[config.mk]
export PLATFORM = sky130hd
export DESIGN_NAME = rv32i_core
export DESIGN_NICKNAME = d
export VERILOG_FILES = /design/src/rv32i_types.sv /design/src/alu.sv /design/src/cmp.sv /design/src/ex_stage.sv /design/src/id_stage.sv /design/src/mem_arbiter.sv /design/src/rv32i_core.sv
export SDC_FILE = /design/constraint.sdc
export NUM_CORES = 2
export LEC_CHECK = 0
export BUFFER_PORTS_ARGS = -buffer_cell sky130_fd_sc_hd__buf_2
export CAP_MARGIN = 5
export CORE_MARGIN = 2
export CORE_UTILIZATION = 60
export CTS_CLUSTER_DIAMETER = 40
export DETAILED_ROUTE_END_ITERATION = 10
export PLACE_DENSITY = 0.76
export SYNTH_ARGS = -nofsm -noshare
export SYNTH_HDL_FRONTEND = slang
export SYNTH_SLANG_ARGS = --single-unit
[constraint.sdc]
create_clock -name clk -period 14.3 [get_ports clk]
set_clock_uncertainty 0.15 [all_clocks]
set_input_delay 1.43 -clock clk [delete_from_list [all_inputs] [get_ports clk]]
set_output_delay 1.43 -clock clk [all_outputs]
set_load 0.02 [all_outputs]
[src/rv32i_types.sv]
`default_nettype none

package rv32i_types;

    typedef logic [31:0] rv32i_word;

    typedef struct packed {
        logic [6:0] funct7;
        logic [4:0] rs2;
        logic [4:0] rs1;
        logic [2:0] funct3;
        logic [4:0] rd;
        logic [6:0] opcode;
    } r_fmt_t;

    typedef struct packed {
        logic [11:0] imm;
        logic [4:0]  rs1;
        logic [2:0]  funct3;
        logic [4:0]  rd;
        logic [6:0]  opcode;
    } i_fmt_t;

    typedef struct packed {
        logic [6:0] imm_hi;
        logic [4:0] rs2;
        logic [4:0] rs1;
        logic [2:0] funct3;
        logic [4:0] imm_lo;
        logic [6:0] opcode;
    } s_fmt_t;

    typedef struct packed {
        logic       imm12;
        logic [5:0] imm10_5;
        logic [4:0] rs2;
        logic [4:0] rs1;
        logic [2:0] funct3;
        logic [3:0] imm4_1;
        logic       imm11;
        logic [6:0] opcode;
    } b_fmt_t;

    typedef struct packed {
        logic [19:0] imm;
        logic [4:0]  rd;
        logic [6:0]  opcode;
    } u_fmt_t;

    // one instruction word seen through each format.
    typedef union packed {
        r_fmt_t r;
        i_fmt_t i;
        s_fmt_t s;
        b_fmt_t b;
        u_fmt_t u;
    } instr_u;

    typedef enum logic [3:0] {
        alu_add, alu_sub, alu_sll, alu_slt, alu_sltu,
        alu_xor, alu_srl, alu_sra, alu_or, alu_and
    } alu_ops;

    // encoded as the branch funct3.
    typedef enum logic [2:0] {
        cmp_beq  = 3'b000,
        cmp_bne  = 3'b001,
        cmp_blt  = 3'b100,
        cmp_bge  = 3'b101,
        cmp_bltu = 3'b110,
        cmp_bgeu = 3'b111
    } cmp_ops;

    typedef enum logic {mux1_rs1, mux1_pc} alumux1_sel_t;
    typedef enum logic {mux2_rs2, mux2_imm} alumux2_sel_t;
    typedef enum logic [1:0] {fwd_none, fwd_mem, fwd_wb} fwd_sel_t;

    typedef struct packed {
        rv32i_word    pc;
        rv32i_word    imm;
        logic [4:0]   rs1;
        logic [4:0]   rs2;
        logic [4:0]   rd;
        alu_ops       aluop;
        cmp_ops       cmpop;
        alumux1_sel_t alumux1_sel;
        alumux2_sel_t alumux2_sel;
        logic         reg_we;
        logic         mem_rd;
        logic         mem_wr;
        logic         is_branch;
        logic         is_jal;
        logic         is_jalr;
        logic         valid;
    } ctrl_word_t;

    typedef struct packed {
        rv32i_word addr;
        rv32i_word wdata;
        logic      we;
    } mem_req_t;

    typedef struct packed {
        rv32i_word rdata;
    } mem_rsp_t;

    localparam logic [6:0] OP_LUI    = 7'b0110111;
    localparam logic [6:0] OP_AUIPC  = 7'b0010111;
    localparam logic [6:0] OP_JAL    = 7'b1101111;
    localparam logic [6:0] OP_JALR   = 7'b1100111;
    localparam logic [6:0] OP_BRANCH = 7'b1100011;
    localparam logic [6:0] OP_LOAD   = 7'b0000011;
    localparam logic [6:0] OP_STORE  = 7'b0100011;
    localparam logic [6:0] OP_IMM    = 7'b0010011;
    localparam logic [6:0] OP_REG    = 7'b0110011;

    localparam rv32i_word NOP_INSTR = 32'h0000_0013; // addi x0, x0, 0.
    localparam rv32i_word RESET_PC  = 32'h0000_0000;

endpackage

`default_nettype wire

[src/alu.sv]
`timescale 1ns/1ps
`default_nettype none

module alu (
    input  rv32i_types::alu_ops    aluop,
    input  rv32i_types::rv32i_word a,
    input  rv32i_types::rv32i_word b,
    output rv32i_types::rv32i_word f
);
    import rv32i_types::*;

    logic [4:0] shamt;

    assign shamt = b[4:0];

    always_comb begin
        case (aluop)
            alu_sub:  f = a - b;
            alu_sll:  f = a << shamt;
            alu_slt:  f = {31'd0, $signed(a) < $signed(b)};
            alu_sltu: f = {31'd0, a < b};
            alu_xor:  f = a ^ b;
            alu_srl:  f = a >> shamt;
            alu_sra:  f = rv32i_word'($signed(a) >>> shamt);
            alu_or:   f = a | b;
            alu_and:  f = a & b;
            default:  f = a + b;
        endcase
    end

endmodule

`default_nettype wire

[src/cmp.sv]
`timescale 1ns/1ps
`default_nettype none

module cmp (
    input  rv32i_types::cmp_ops    cmpop,
    input  rv32i_types::rv32i_word a,
    input  rv32i_types::rv32i_word b,
    output logic                   br_en
);
    import rv32i_types::*;

    always_comb begin
        case (cmpop)
            cmp_beq:  br_en = (a == b);
            cmp_bne:  br_en = (a != b);
            cmp_blt:  br_en = ($signed(a) < $signed(b));
            cmp_bge:  br_en = ($signed(a) >= $signed(b));
            cmp_bltu: br_en = (a < b);
            cmp_bgeu: br_en = (a >= b);
            default:  br_en = 1'b0;
        endcase
    end

endmodule

`default_nettype wire

[src/ex_stage.sv]
`timescale 1ns/1ps
`default_nettype none

module ex_stage (
    input  rv32i_types::ctrl_word_t ctrl,
    input  rv32i_types::rv32i_word  rs1_in,
    input  rv32i_types::rv32i_word  rs2_in,
    input  rv32i_types::fwd_sel_t   fwd_rs1,
    input  rv32i_types::fwd_sel_t   fwd_rs2,
    input  rv32i_types::rv32i_word  mem_fwd_data,
    input  rv32i_types::rv32i_word  wb_fwd_data,
    output rv32i_types::rv32i_word  alu_out,
    output rv32i_types::rv32i_word  rs2_out,
    output logic                    redirect,
    output rv32i_types::rv32i_word  redirect_pc
);
    import rv32i_types::*;

    rv32i_word rs1_fwd;
    rv32i_word rs2_fwd;
    rv32i_word alumux1_out;
    rv32i_word alumux2_out;
    rv32i_word alu_f;
    logic      br_en;
    logic      is_jump;

    always_comb begin
        case (fwd_rs1)
            fwd_mem: rs1_fwd = mem_fwd_data;
            fwd_wb:  rs1_fwd = wb_fwd_data;
            default: rs1_fwd = rs1_in;
        endcase
        case (fwd_rs2)
            fwd_mem: rs2_fwd = mem_fwd_data;
            fwd_wb:  rs2_fwd = wb_fwd_data;
            default: rs2_fwd = rs2_in;
        endcase
        alumux1_out = (ctrl.alumux1_sel == mux1_pc) ? ctrl.pc : rs1_fwd;
        alumux2_out = (ctrl.alumux2_sel == mux2_imm) ? ctrl.imm : rs2_fwd;
    end

    alu u_alu (
        .aluop (ctrl.aluop),
        .a     (alumux1_out),
        .b     (alumux2_out),
        .f     (alu_f)
    );

    cmp u_cmp (
        .cmpop (ctrl.cmpop),
        .a     (rs1_fwd),
        .b     (rs2_fwd),
        .br_en (br_en)
    );

    assign is_jump     = ctrl.is_jal || ctrl.is_jalr;
    assign alu_out     = is_jump ? ctrl.pc + 32'd4 : alu_f; // link value.
    assign rs2_out     = rs2_fwd;
    // alu adds pc or rs1 to imm for every control transfer.
    assign redirect_pc = {alu_f[31:1], 1'b0};
    assign redirect    = ctrl.valid && (is_jump || (ctrl.is_branch && br_en));

endmodule

`default_nettype wire

[src/id_stage.sv]
`timescale 1ns/1ps
`default_nettype none

module id_stage (
    input  logic                    clk,
    input  logic                    rst_n,
    input  rv32i_types::instr_u     instr,
    input  rv32i_types::rv32i_word  pc,
    input  logic                    instr_valid,
    input  logic                    wb_we,
    input  logic [4:0]              wb_rd,
    input  rv32i_types::rv32i_word  wb_data,
    output rv32i_types::ctrl_word_t ctrl,
    output rv32i_types::rv32i_word  rs1_data,
    output rv32i_types::rv32i_word  rs2_data
);
    import rv32i_types::*;

    rv32i_word regs [32];

    function automatic alu_ops alu_dec(input logic [2:0] funct3, input logic alt);
        case (funct3)
            3'b000:  return alt ? alu_sub : alu_add;
            3'b001:  return alu_sll;
            3'b010:  return alu_slt;
            3'b011:  return alu_sltu;
            3'b100:  return alu_xor;
            3'b101:  return alt ? alu_sra : alu_srl;
            3'b110:  return alu_or;
            default: return alu_and;
        endcase
    endfunction

    always_comb begin
        ctrl             = '0;
        ctrl.pc          = pc;
        ctrl.rd          = instr.r.rd;
        ctrl.aluop       = alu_add;
        ctrl.cmpop       = cmp_beq;
        ctrl.alumux1_sel = mux1_rs1;
        ctrl.alumux2_sel = mux2_imm;
        ctrl.valid       = instr_valid;
        case (instr.r.opcode)
            OP_LUI: begin
                ctrl.imm    = {instr.u.imm, 12'h000}; // rs1 stays x0.
                ctrl.reg_we = 1'b1;
            end
            OP_AUIPC: begin
                ctrl.imm         = {instr.u.imm, 12'h000};
                ctrl.alumux1_sel = mux1_pc;
                ctrl.reg_we      = 1'b1;
            end
            OP_JAL: begin
                ctrl.imm = {{12{instr.u.imm[19]}}, instr.u.imm[7:0], instr.u.imm[8],
                            instr.u.imm[18:9], 1'b0};
                ctrl.alumux1_sel = mux1_pc;
                ctrl.reg_we      = 1'b1;
                ctrl.is_jal      = 1'b1;
            end
            OP_JALR: begin
                ctrl.imm     = {{20{instr.i.imm[11]}}, instr.i.imm};
                ctrl.rs1     = instr.r.rs1;
                ctrl.reg_we  = 1'b1;
                ctrl.is_jalr = 1'b1;
            end
            OP_BRANCH: begin
                ctrl.imm = {{20{instr.b.imm12}}, instr.b.imm11, instr.b.imm10_5,
                            instr.b.imm4_1, 1'b0};
                ctrl.rs1         = instr.r.rs1;
                ctrl.rs2         = instr.r.rs2;
                ctrl.cmpop       = cmp_ops'(instr.r.funct3);
                ctrl.alumux1_sel = mux1_pc;
                ctrl.is_branch   = 1'b1;
            end
            OP_LOAD: begin
                ctrl.imm    = {{20{instr.i.imm[11]}}, instr.i.imm};
                ctrl.rs1    = instr.r.rs1;
                ctrl.reg_we = 1'b1;
                ctrl.mem_rd = 1'b1;
            end
            OP_STORE: begin
                ctrl.imm    = {{20{instr.s.imm_hi[6]}}, instr.s.imm_hi, instr.s.imm_lo};
                ctrl.rs1    = instr.r.rs1;
                ctrl.rs2    = instr.r.rs2;
                ctrl.mem_wr = 1'b1;
            end
            OP_IMM: begin
                ctrl.imm    = {{20{instr.i.imm[11]}}, instr.i.imm};
                ctrl.rs1    = instr.r.rs1;
                ctrl.reg_we = 1'b1;
                ctrl.aluop  = alu_dec(instr.r.funct3,
                                      (instr.r.funct3 == 3'b101) && instr.r.funct7[5]);
            end
            OP_REG: begin
                ctrl.rs1         = instr.r.rs1;
                ctrl.rs2         = instr.r.rs2;
                ctrl.alumux2_sel = mux2_rs2;
                ctrl.reg_we      = 1'b1;
                ctrl.aluop       = alu_dec(instr.r.funct3, instr.r.funct7[5]);
            end
            default: ctrl.valid = 1'b0;
        endcase
        if (!ctrl.valid) begin
            ctrl.reg_we    = 1'b0;
            ctrl.mem_rd    = 1'b0;
            ctrl.mem_wr    = 1'b0;
            ctrl.is_branch = 1'b0;
            ctrl.is_jal    = 1'b0;
            ctrl.is_jalr   = 1'b0;
        end
    end

    // read ports see a write landing this cycle.
    always_comb begin
        rs1_data = regs[ctrl.rs1];
        rs2_data = regs[ctrl.rs2];
        if (ctrl.rs1 == 5'd0)
            rs1_data = '0;
        else if (wb_we && wb_rd == ctrl.rs1)
            rs1_data = wb_data;
        if (ctrl.rs2 == 5'd0)
            rs2_data = '0;
        else if (wb_we && wb_rd == ctrl.rs2)
            rs2_data = wb_data;
    end

    always_ff @(posedge clk or negedge rst_n) begin
        if (!rst_n) begin
            for (int i = 0; i < 32; i++)
                regs[i] <= '0;
        end else if (wb_we && wb_rd != 5'd0) begin
            regs[wb_rd] <= wb_data;
        end
    end

endmodule

`default_nettype wire

[src/mem_arbiter.sv]
`timescale 1ns/1ps
`default_nettype none

module mem_arbiter (
    input  logic                  clk,
    input  logic                  rst_n,
    input  logic                  if_req_valid,
    input  rv32i_types::mem_req_t if_req,
    output logic                  if_req_ready,
    output logic                  if_rsp_valid,
    input  logic                  dm_req_valid,
    input  rv32i_types::mem_req_t dm_req,
    output logic                  dm_req_ready,
    output logic                  dm_rsp_valid,
    output rv32i_types::mem_rsp_t rsp,
    output logic                  mem_req_valid,
    output rv32i_types::mem_req_t mem_req,
    input  logic                  mem_req_ready,
    input  logic                  mem_rsp_valid,
    input  rv32i_types::mem_rsp_t mem_rsp
);
    import rv32i_types::*;

    logic busy;     // read outstanding.
    logic owner_dm; // the read belongs to the data port.
    logic grant_dm;
    logic grant_if;

    assign grant_dm = !busy && dm_req_valid;
    assign grant_if = !busy && !dm_req_valid && if_req_valid;

    assign mem_req_valid = grant_dm || grant_if;
    assign mem_req       = grant_dm ? dm_req : if_req;
    assign dm_req_ready  = grant_dm && mem_req_ready;
    assign if_req_ready  = grant_if && mem_req_ready;

    assign rsp          = mem_rsp;
    assign dm_rsp_valid = busy && owner_dm && mem_rsp_valid;
    assign if_rsp_valid = busy && !owner_dm && mem_rsp_valid;

    always_ff @(posedge clk or negedge rst_n) begin
        if (!rst_n) begin
            busy     <= 1'b0;
            owner_dm <= 1'b0;
        end else if (busy) begin
            if (mem_rsp_valid)
                busy <= 1'b0;
        end else if (mem_req_valid && mem_req_ready && !mem_req.we) begin
            busy     <= 1'b1;
            owner_dm <= grant_dm;
        end
    end

endmodule

`default_nettype wire

[src/rv32i_core.sv]
`timescale 1ns/1ps
`default_nettype none

module rv32i_core (
    input  logic                  clk,
    input  logic                  rst_n,
    output logic                  mem_req_valid,
    output rv32i_types::mem_req_t mem_req,
    input  logic                  mem_req_ready,
    input  logic                  mem_rsp_valid,
    input  rv32i_types::mem_rsp_t mem_rsp
);
    import rv32i_types::*;

    rv32i_word  pc;
    logic       fetch_en;
    logic       if_pending;
    logic       if_buf_valid;
    rv32i_word  if_buf;
    rv32i_word  if_instr;
    logic       if_req_valid;
    mem_req_t   if_req;
    logic       if_req_ready;
    logic       if_rsp_valid;
    logic       dm_req_valid;
    mem_req_t   dm_req;
    logic       dm_req_ready;
    logic       dm_rsp_valid;
    mem_rsp_t   rsp;
    logic       dm_pending;
    logic       dm_done;
    logic       dm_finish;
    rv32i_word  ld_data;
    rv32i_word  ld_word;
    logic       stall;
    logic       load_use;
    logic       if_take;
    logic       if_id_valid;
    instr_u     if_id_instr;
    rv32i_word  if_id_pc;
    ctrl_word_t id_ctrl;
    rv32i_word  id_rs1;
    rv32i_word  id_rs2;
    ctrl_word_t id_ex_ctrl;
    rv32i_word  id_ex_rs1;
    rv32i_word  id_ex_rs2;
    fwd_sel_t   fwd_rs1;
    fwd_sel_t   fwd_rs2;
    rv32i_word  ex_alu;
    rv32i_word  ex_rs2;
    logic       redirect;
    rv32i_word  redirect_pc;
    ctrl_word_t ex_mem_ctrl;
    rv32i_word  ex_mem_alu;
    rv32i_word  ex_mem_rs2;
    ctrl_word_t mem_wb_ctrl;
    rv32i_word  mem_wb_data;

    // mem stage wins over wb, x0 never forwards.
    function automatic fwd_sel_t fwd_pick(input logic [4:0] rs, input ctrl_word_t mem_c,
                                          input ctrl_word_t wb_c);
        if (rs == 5'd0)
            return fwd_none;
        if (mem_c.reg_we && mem_c.rd == rs)
            return fwd_mem;
        if (wb_c.reg_we && wb_c.rd == rs)
            return fwd_wb;
        return fwd_none;
    endfunction

    assign if_req_valid = fetch_en && !if_pending && !if_buf_valid;
    assign if_req       = '{addr: pc, wdata: '0, we: 1'b0};
    assign if_instr     = if_buf_valid ? if_buf : rsp.rdata;

    assign dm_req_valid = (ex_mem_ctrl.mem_rd || ex_mem_ctrl.mem_wr) && !dm_pending && !dm_done;
    assign dm_req       = '{addr: ex_mem_alu, wdata: ex_mem_rs2, we: ex_mem_ctrl.mem_wr};
    assign dm_finish    = (dm_req_valid && dm_req_ready && ex_mem_ctrl.mem_wr) || dm_rsp_valid;
    assign ld_word      = dm_done ? ld_data : rsp.rdata;

    assign load_use = id_ctrl.valid && id_ex_ctrl.mem_rd && (id_ex_ctrl.rd != 5'd0) &&
                      ((id_ex_ctrl.rd == id_ctrl.rs1) || (id_ex_ctrl.rd == id_ctrl.rs2));
    assign stall    = !(if_buf_valid || if_rsp_valid) ||
                      ((ex_mem_ctrl.mem_rd || ex_mem_ctrl.mem_wr) && !dm_done && !dm_finish);
    assign if_take  = !stall && (redirect || !load_use);

    assign fwd_rs1 = fwd_pick(id_ex_ctrl.rs1, ex_mem_ctrl, mem_wb_ctrl);
    assign fwd_rs2 = fwd_pick(id_ex_ctrl.rs2, ex_mem_ctrl, mem_wb_ctrl);

    mem_arbiter u_arb (
        .clk           (clk),
        .rst_n         (rst_n),
        .if_req_valid  (if_req_valid),
        .if_req        (if_req),
        .if_req_ready  (if_req_ready),
        .if_rsp_valid  (if_rsp_valid),
        .dm_req_valid  (dm_req_valid),
        .dm_req        (dm_req),
        .dm_req_ready  (dm_req_ready),
        .dm_rsp_valid  (dm_rsp_valid),
        .rsp           (rsp),
        .mem_req_valid (mem_req_valid),
        .mem_req       (mem_req),
        .mem_req_ready (mem_req_ready),
        .mem_rsp_valid (mem_rsp_valid),
        .mem_rsp       (mem_rsp)
    );

    id_stage u_id (
        .clk         (clk),
        .rst_n       (rst_n),
        .instr       (if_id_instr),
        .pc          (if_id_pc),
        .instr_valid (if_id_valid),
        .wb_we       (mem_wb_ctrl.reg_we),
        .wb_rd       (mem_wb_ctrl.rd),
        .wb_data     (mem_wb_data),
        .ctrl        (id_ctrl),
        .rs1_data    (id_rs1),
        .rs2_data    (id_rs2)
    );

    ex_stage u_ex (
        .ctrl         (id_ex_ctrl),
        .rs1_in       (id_ex_rs1),
        .rs2_in       (id_ex_rs2),
        .fwd_rs1      (fwd_rs1),
        .fwd_rs2      (fwd_rs2),
        .mem_fwd_data (ex_mem_alu),
        .wb_fwd_data  (mem_wb_data),
        .alu_out      (ex_alu),
        .rs2_out      (ex_rs2),
        .redirect     (redirect),
        .redirect_pc  (redirect_pc)
    );

    always_ff @(posedge clk or negedge rst_n) begin
        if (!rst_n) begin
            pc           <= RESET_PC;
            fetch_en     <= 1'b0;
            if_pending   <= 1'b0;
            if_buf_valid <= 1'b0;
            dm_pending   <= 1'b0;
            dm_done      <= 1'b0;
            if_id_valid  <= 1'b0;
            id_ex_ctrl   <= '0;
            ex_mem_ctrl  <= '0;
            mem_wb_ctrl  <= '0;
        end else begin
            fetch_en <= 1'b1; // first fetch one cycle after reset.
            if (if_req_valid && if_req_ready)
                if_pending <= 1'b1;
            else if (if_rsp_valid)
                if_pending <= 1'b0;
            if (if_take) begin
                if_buf_valid <= 1'b0;
                if_id_valid  <= !redirect;
                pc           <= redirect ? redirect_pc : pc + 32'd4;
            end else if (if_rsp_valid) begin
                if_buf_valid <= 1'b1; // hold the word across the stall.
            end
            if (!stall) begin
                dm_pending <= 1'b0;
                dm_done    <= 1'b0;
            end else if (dm_finish) begin
                dm_pending <= 1'b0;
                dm_done    <= 1'b1;
            end else if (dm_req_valid && dm_req_ready) begin
                dm_pending <= 1'b1;
            end
            if (!stall) begin
                if (redirect || load_use)
                    id_ex_ctrl <= '0;
                else
                    id_ex_ctrl <= id_ctrl;
                ex_mem_ctrl <= id_ex_ctrl;
                mem_wb_ctrl <= ex_mem_ctrl;
            end
        end
    end

    always_ff @(posedge clk) begin
        if (if_rsp_valid)
            if_buf <= rsp.rdata;
        if (dm_rsp_valid)
            ld_data <= rsp.rdata;
        if (if_take) begin
            if_id_instr <= redirect ? NOP_INSTR : if_instr;
            if_id_pc    <= pc;
        end
        if (!stall) begin
            id_ex_rs1   <= id_rs1;
            id_ex_rs2   <= id_rs2;
            ex_mem_alu  <= ex_alu;
            ex_mem_rs2  <= ex_rs2;
            mem_wb_data <= ex_mem_ctrl.mem_rd ? ld_word : ex_mem_alu;
        end
    end

endmodule

`default_nettype wire

==> results.toml <==
[critical_path]
ff2ff_setup_slack_ns = 6.19
critPathKind = "reg -> reg"
rr_worst_depth = 22
cp.required_ns = 14.72
timing.rr.end = "ex_mem_alu[28]"
crit_fanout = 65
end_kind = "flip-flop"
startpoint_type = "flip-flop"
arrival_ns = 8.52
reg2reg_from = "mem_wb_ctrl[16]"
worstSetupStartpoint = "mem_wb_ctrl[16]"

[pwr]
totalPowerFinal_mw = 19.2
p_leak_nw = 41.6
ir_worst_vdd_uv = 229
powerDensity_nw_per_um2 = 202

[timing]
period_needed_ns = 8.11
fin_crit_sh_pct = 56.7
rsz0062_at_grt = "false"
fmax_ghz = 0.123
finalSetupTns_ns = 0
finalHoldViolations = 0
slew_headroom_pct = -0.351
tightest_slew_ns = 1.51
final-setup-viol-count = 0
maxSlewViolCount = 2

[clock_network]
clock-root-buffer = "clkbuf_16"
numCtsBuffers = 202
post_cts_resized = 0
htreeDepth = 4
postCtsHoldBufs = 0
clock-sinks = 1459
clk_pin_slew_ns = 0.06
cts.path.max_buffers = 3
cts_tree = "yes"
clk_latency_ns = 0.85
post_cts_buffers = 0

[synthesis]
synth_edf_count = 287
async_flop_share_pct = 80.3
yosys-top-cells-count = "nand2_1 (1317), mux2_2 (1277), dfrtp_1 (1172), clkbuf_1 (632), a21oi_1 (518)"
yosysTopAreaCell = "dfrtp_1"
synth_area_um2 = 86100
synth-main-ff-cell = "dfrtp_1"
synth-seq-cells = 1459
ys.warnings.count = 0
syn_avg_cell_area_um2 = 9.99
synth_top_area_share_pct = 34.1
synth_cell_types = 97
syn_inst = 8616
synth_fp_nets = 8789
netlist_top_cells_area = "dfrtp_1 (34%), mux2_2 (17%), edfxtp_1 (10%)"
synth_most_common_cell = "nand2_1"
ys_seq_area_share_pct = 44.1

[die]
ios = 102
num_rows = 139
initial_core_util_pct = 60.2
die_x_um = 383
coreArea_um2 = 143000
die-area_um2 = 147000
die_h_um = 383

[final_layout]
fill_cells = 11000
layout-drive-gt1-share_pct = 24.6
syn2layout_area_growth_pct = 10.4
layout.nets = 8452

[hold_path]
hold_depth = 0
min_from = "u_id.regs[1013]"
hp-class = "reg -> reg"
min_to = "u_id.regs[1013]"

[routing]
via_per_inst = 7.43
wl_per_cell_um = 33.9
route.detailed.drc = 0
antenna_left = 0
dr.pass1.iters = 7
drtIter0Drc = 12000
num_vias = 77000
wirelength_um = 351000

[placed_design]
dp_hpwl_um = 213000
gp_congestion = 1.08
port_buffers = 101

[global_route]
grt_pass1_vias = 73500
grt_max_degree = 186
grt_pass1_wl_um = 507000
grt_usage_pct = 46.9
antenna_found_initial = 13
grt_overflow_total = 0

[run]
drv_cap = 2

[outcome]
status = "finished with violations"
violations = "max-capacitance violations, max-slew violations"
-- cell usage in the layout, fill, tap and decap left out, types with 40 or more instances in the layout --
| cell type | netlist | layout |
|---|---|---|
| mux2_2 | 1277 | 1277 |
| a32oi_1 | 97 | 97 |
| o21a_1 | 45 | 45 |
| o221ai_1 | 278 | 278 |
| clkbuf_16 | 0 | 206 |
| edfxtp_1 | 287 | 287 |
| ha_1 | 135 | 134 |
| inv_1 | 149 | 146 |
| a22o_1 | 82 | 82 |
| o22ai_1 | 41 | 40 |
| buf_2 | 83 | 100 |
| a22oi_1 | 50 | 50 |
| a21oi_1 | 518 | 518 |
| xnor2_1 | 45 | 45 |
| nor2_1 | 359 | 337 |
| o21ai_0 | 195 | 194 |
| dfrtp_1 | 1172 | 1168 |
| a211oi_1 | 210 | 209 |
| nand2_1 | 1317 | 1299 |
| mux2i_1 | 307 | 307 |
| nand2b_1 | 60 | 60 |
| nor3_1 | 145 | 144 |
| and3_1 | 95 | 92 |
| buf_4 | 5 | 179 |
| a31oi_1 | 190 | 189 |
| nand3_1 | 194 | 187 |
-- cell families (layout without fill, tap and decap cells) --
group / after synthesis / in the layout / share of synthesized area, %
flops: 1459 / 1459 / 44.1
simple gates: 2330 / 2330 / 11.7
compound gates: 2033 / 2033 / 16.6
mux: 1587 / 1587 / 20.3
buf+inv: 994 / 831 / 4.55
xor+xnor: 75 / 75 / 0.763
other cells: 1 / 6 / 0.00435
fa+ha+maj: 137 / 137 / 2.01
-- registers in the layout, summed over array words and instances (netlist names), 6 cells and up --
signal and flops:
u_id.regs 1024, if_buf 32, mem_wb_data 32, ex_mem_alu 32, if_id_instr 32, id_ex_rs2 32
pc 31, ld_data 32, if_id_pc 31, ex_mem_ctrl 7, ex_mem_rs2 32, id_ex_rs1 32
id_ex_ctrl 95, mem_wb_ctrl 6
-- worst max-delay path by stage --
stage                     slack, ns  cells after the start             end
after floorplan                5.45                      6   ex_mem_alu[0]
after global placement         6.49                     21  ex_mem_alu[26]
after detailed placement       6.47                     21  ex_mem_alu[22]
after CTS                      6.41                     22  ex_mem_alu[28]
after global routing           5.96                     22  ex_mem_alu[26]
final                          6.19                     22  ex_mem_alu[28]
-- metal layers --
layer | GRT usage (%) | part of all wire (%) | vias up
li1 | - | - | 31200
met2 | 67.8 | 42 | 6315
met4 | 37.3 | 9.7 | 18
met1 | 59.0 | 35 | 37800
met3 | 13.5 | 13 | 1749
met5 | 0.661 | 0.068 | -
-- per-stage QoR --
| stage | util [%] | std cells | hold WS, ns | setup WS [ns] | instance area (um^2) |
|---|---|---|---|---|---|
| 2_1_floorplan | - | 8616 | 0.276 | 5.45 | 86100 |
| 3_3_place_gp | 61.4 | 9973 | 0.235 | 6.49 | 87800 |
| 3_5_place_dp | 61.4 | 9973 | 0.239 | 6.47 | 87800 |
| 4_1_cts | 66.4 | 10400 | 0.252 | 6.41 | 95000 |
| 5_1_grt | 66.5 | 10400 | 0.261 | 5.96 | 95100 |
| 6_report | 66.5 | 10400 | 0.254 | 6.19 | 95100 |
-- critical path, stage by stage (launching register included) --
cell       delay, ns
dfrtp_1         0.83
xor2_1          0.14
nor3_1          0.18
nand3_1         0.11
or3_1           0.37
ha_2            0.33
buf_4           0.57
nand2b_1        0.24
o221ai_4        0.22
buf_4           0.55
inv_6           0.35
ha_1            0.34
fa_1            0.46
nor2b_1         0.16
o311a_1         0.34
o211ai_1        0.39
a2111oi_0       0.27
a211o_1         0.51
a211oi_1        0.49
mux2i_1         0.24
o22ai_1         0.10
and3b_1         0.27
mux2i_1         0.08
-- final cells by class --
type | count | area (um^2) | share of cell area, %
tap | 1903 | 2380 | 2.50
antenna | 5 | 12.5 | 0.0132
timing repair buffer | 300 | 2230 | 2.34
multi-input combinational | 6163 | 44700 | 47.0
inverter | 153 | 589 | 0.620
sequential | 1459 | 38000 | 39.9
clock buffer | 237 | 5410 | 5.69
clock inverter | 141 | 1790 | 1.88
-- where the power goes --
part           internal [mW]  leakage [nW]  switching [mW]
clock network           3.20          3.49            2.11
registers               5.18          18.9           0.865
logic                   2.47          19.2            5.36
total                   10.8          41.6            8.34
(Power assumes the default switching activity.)
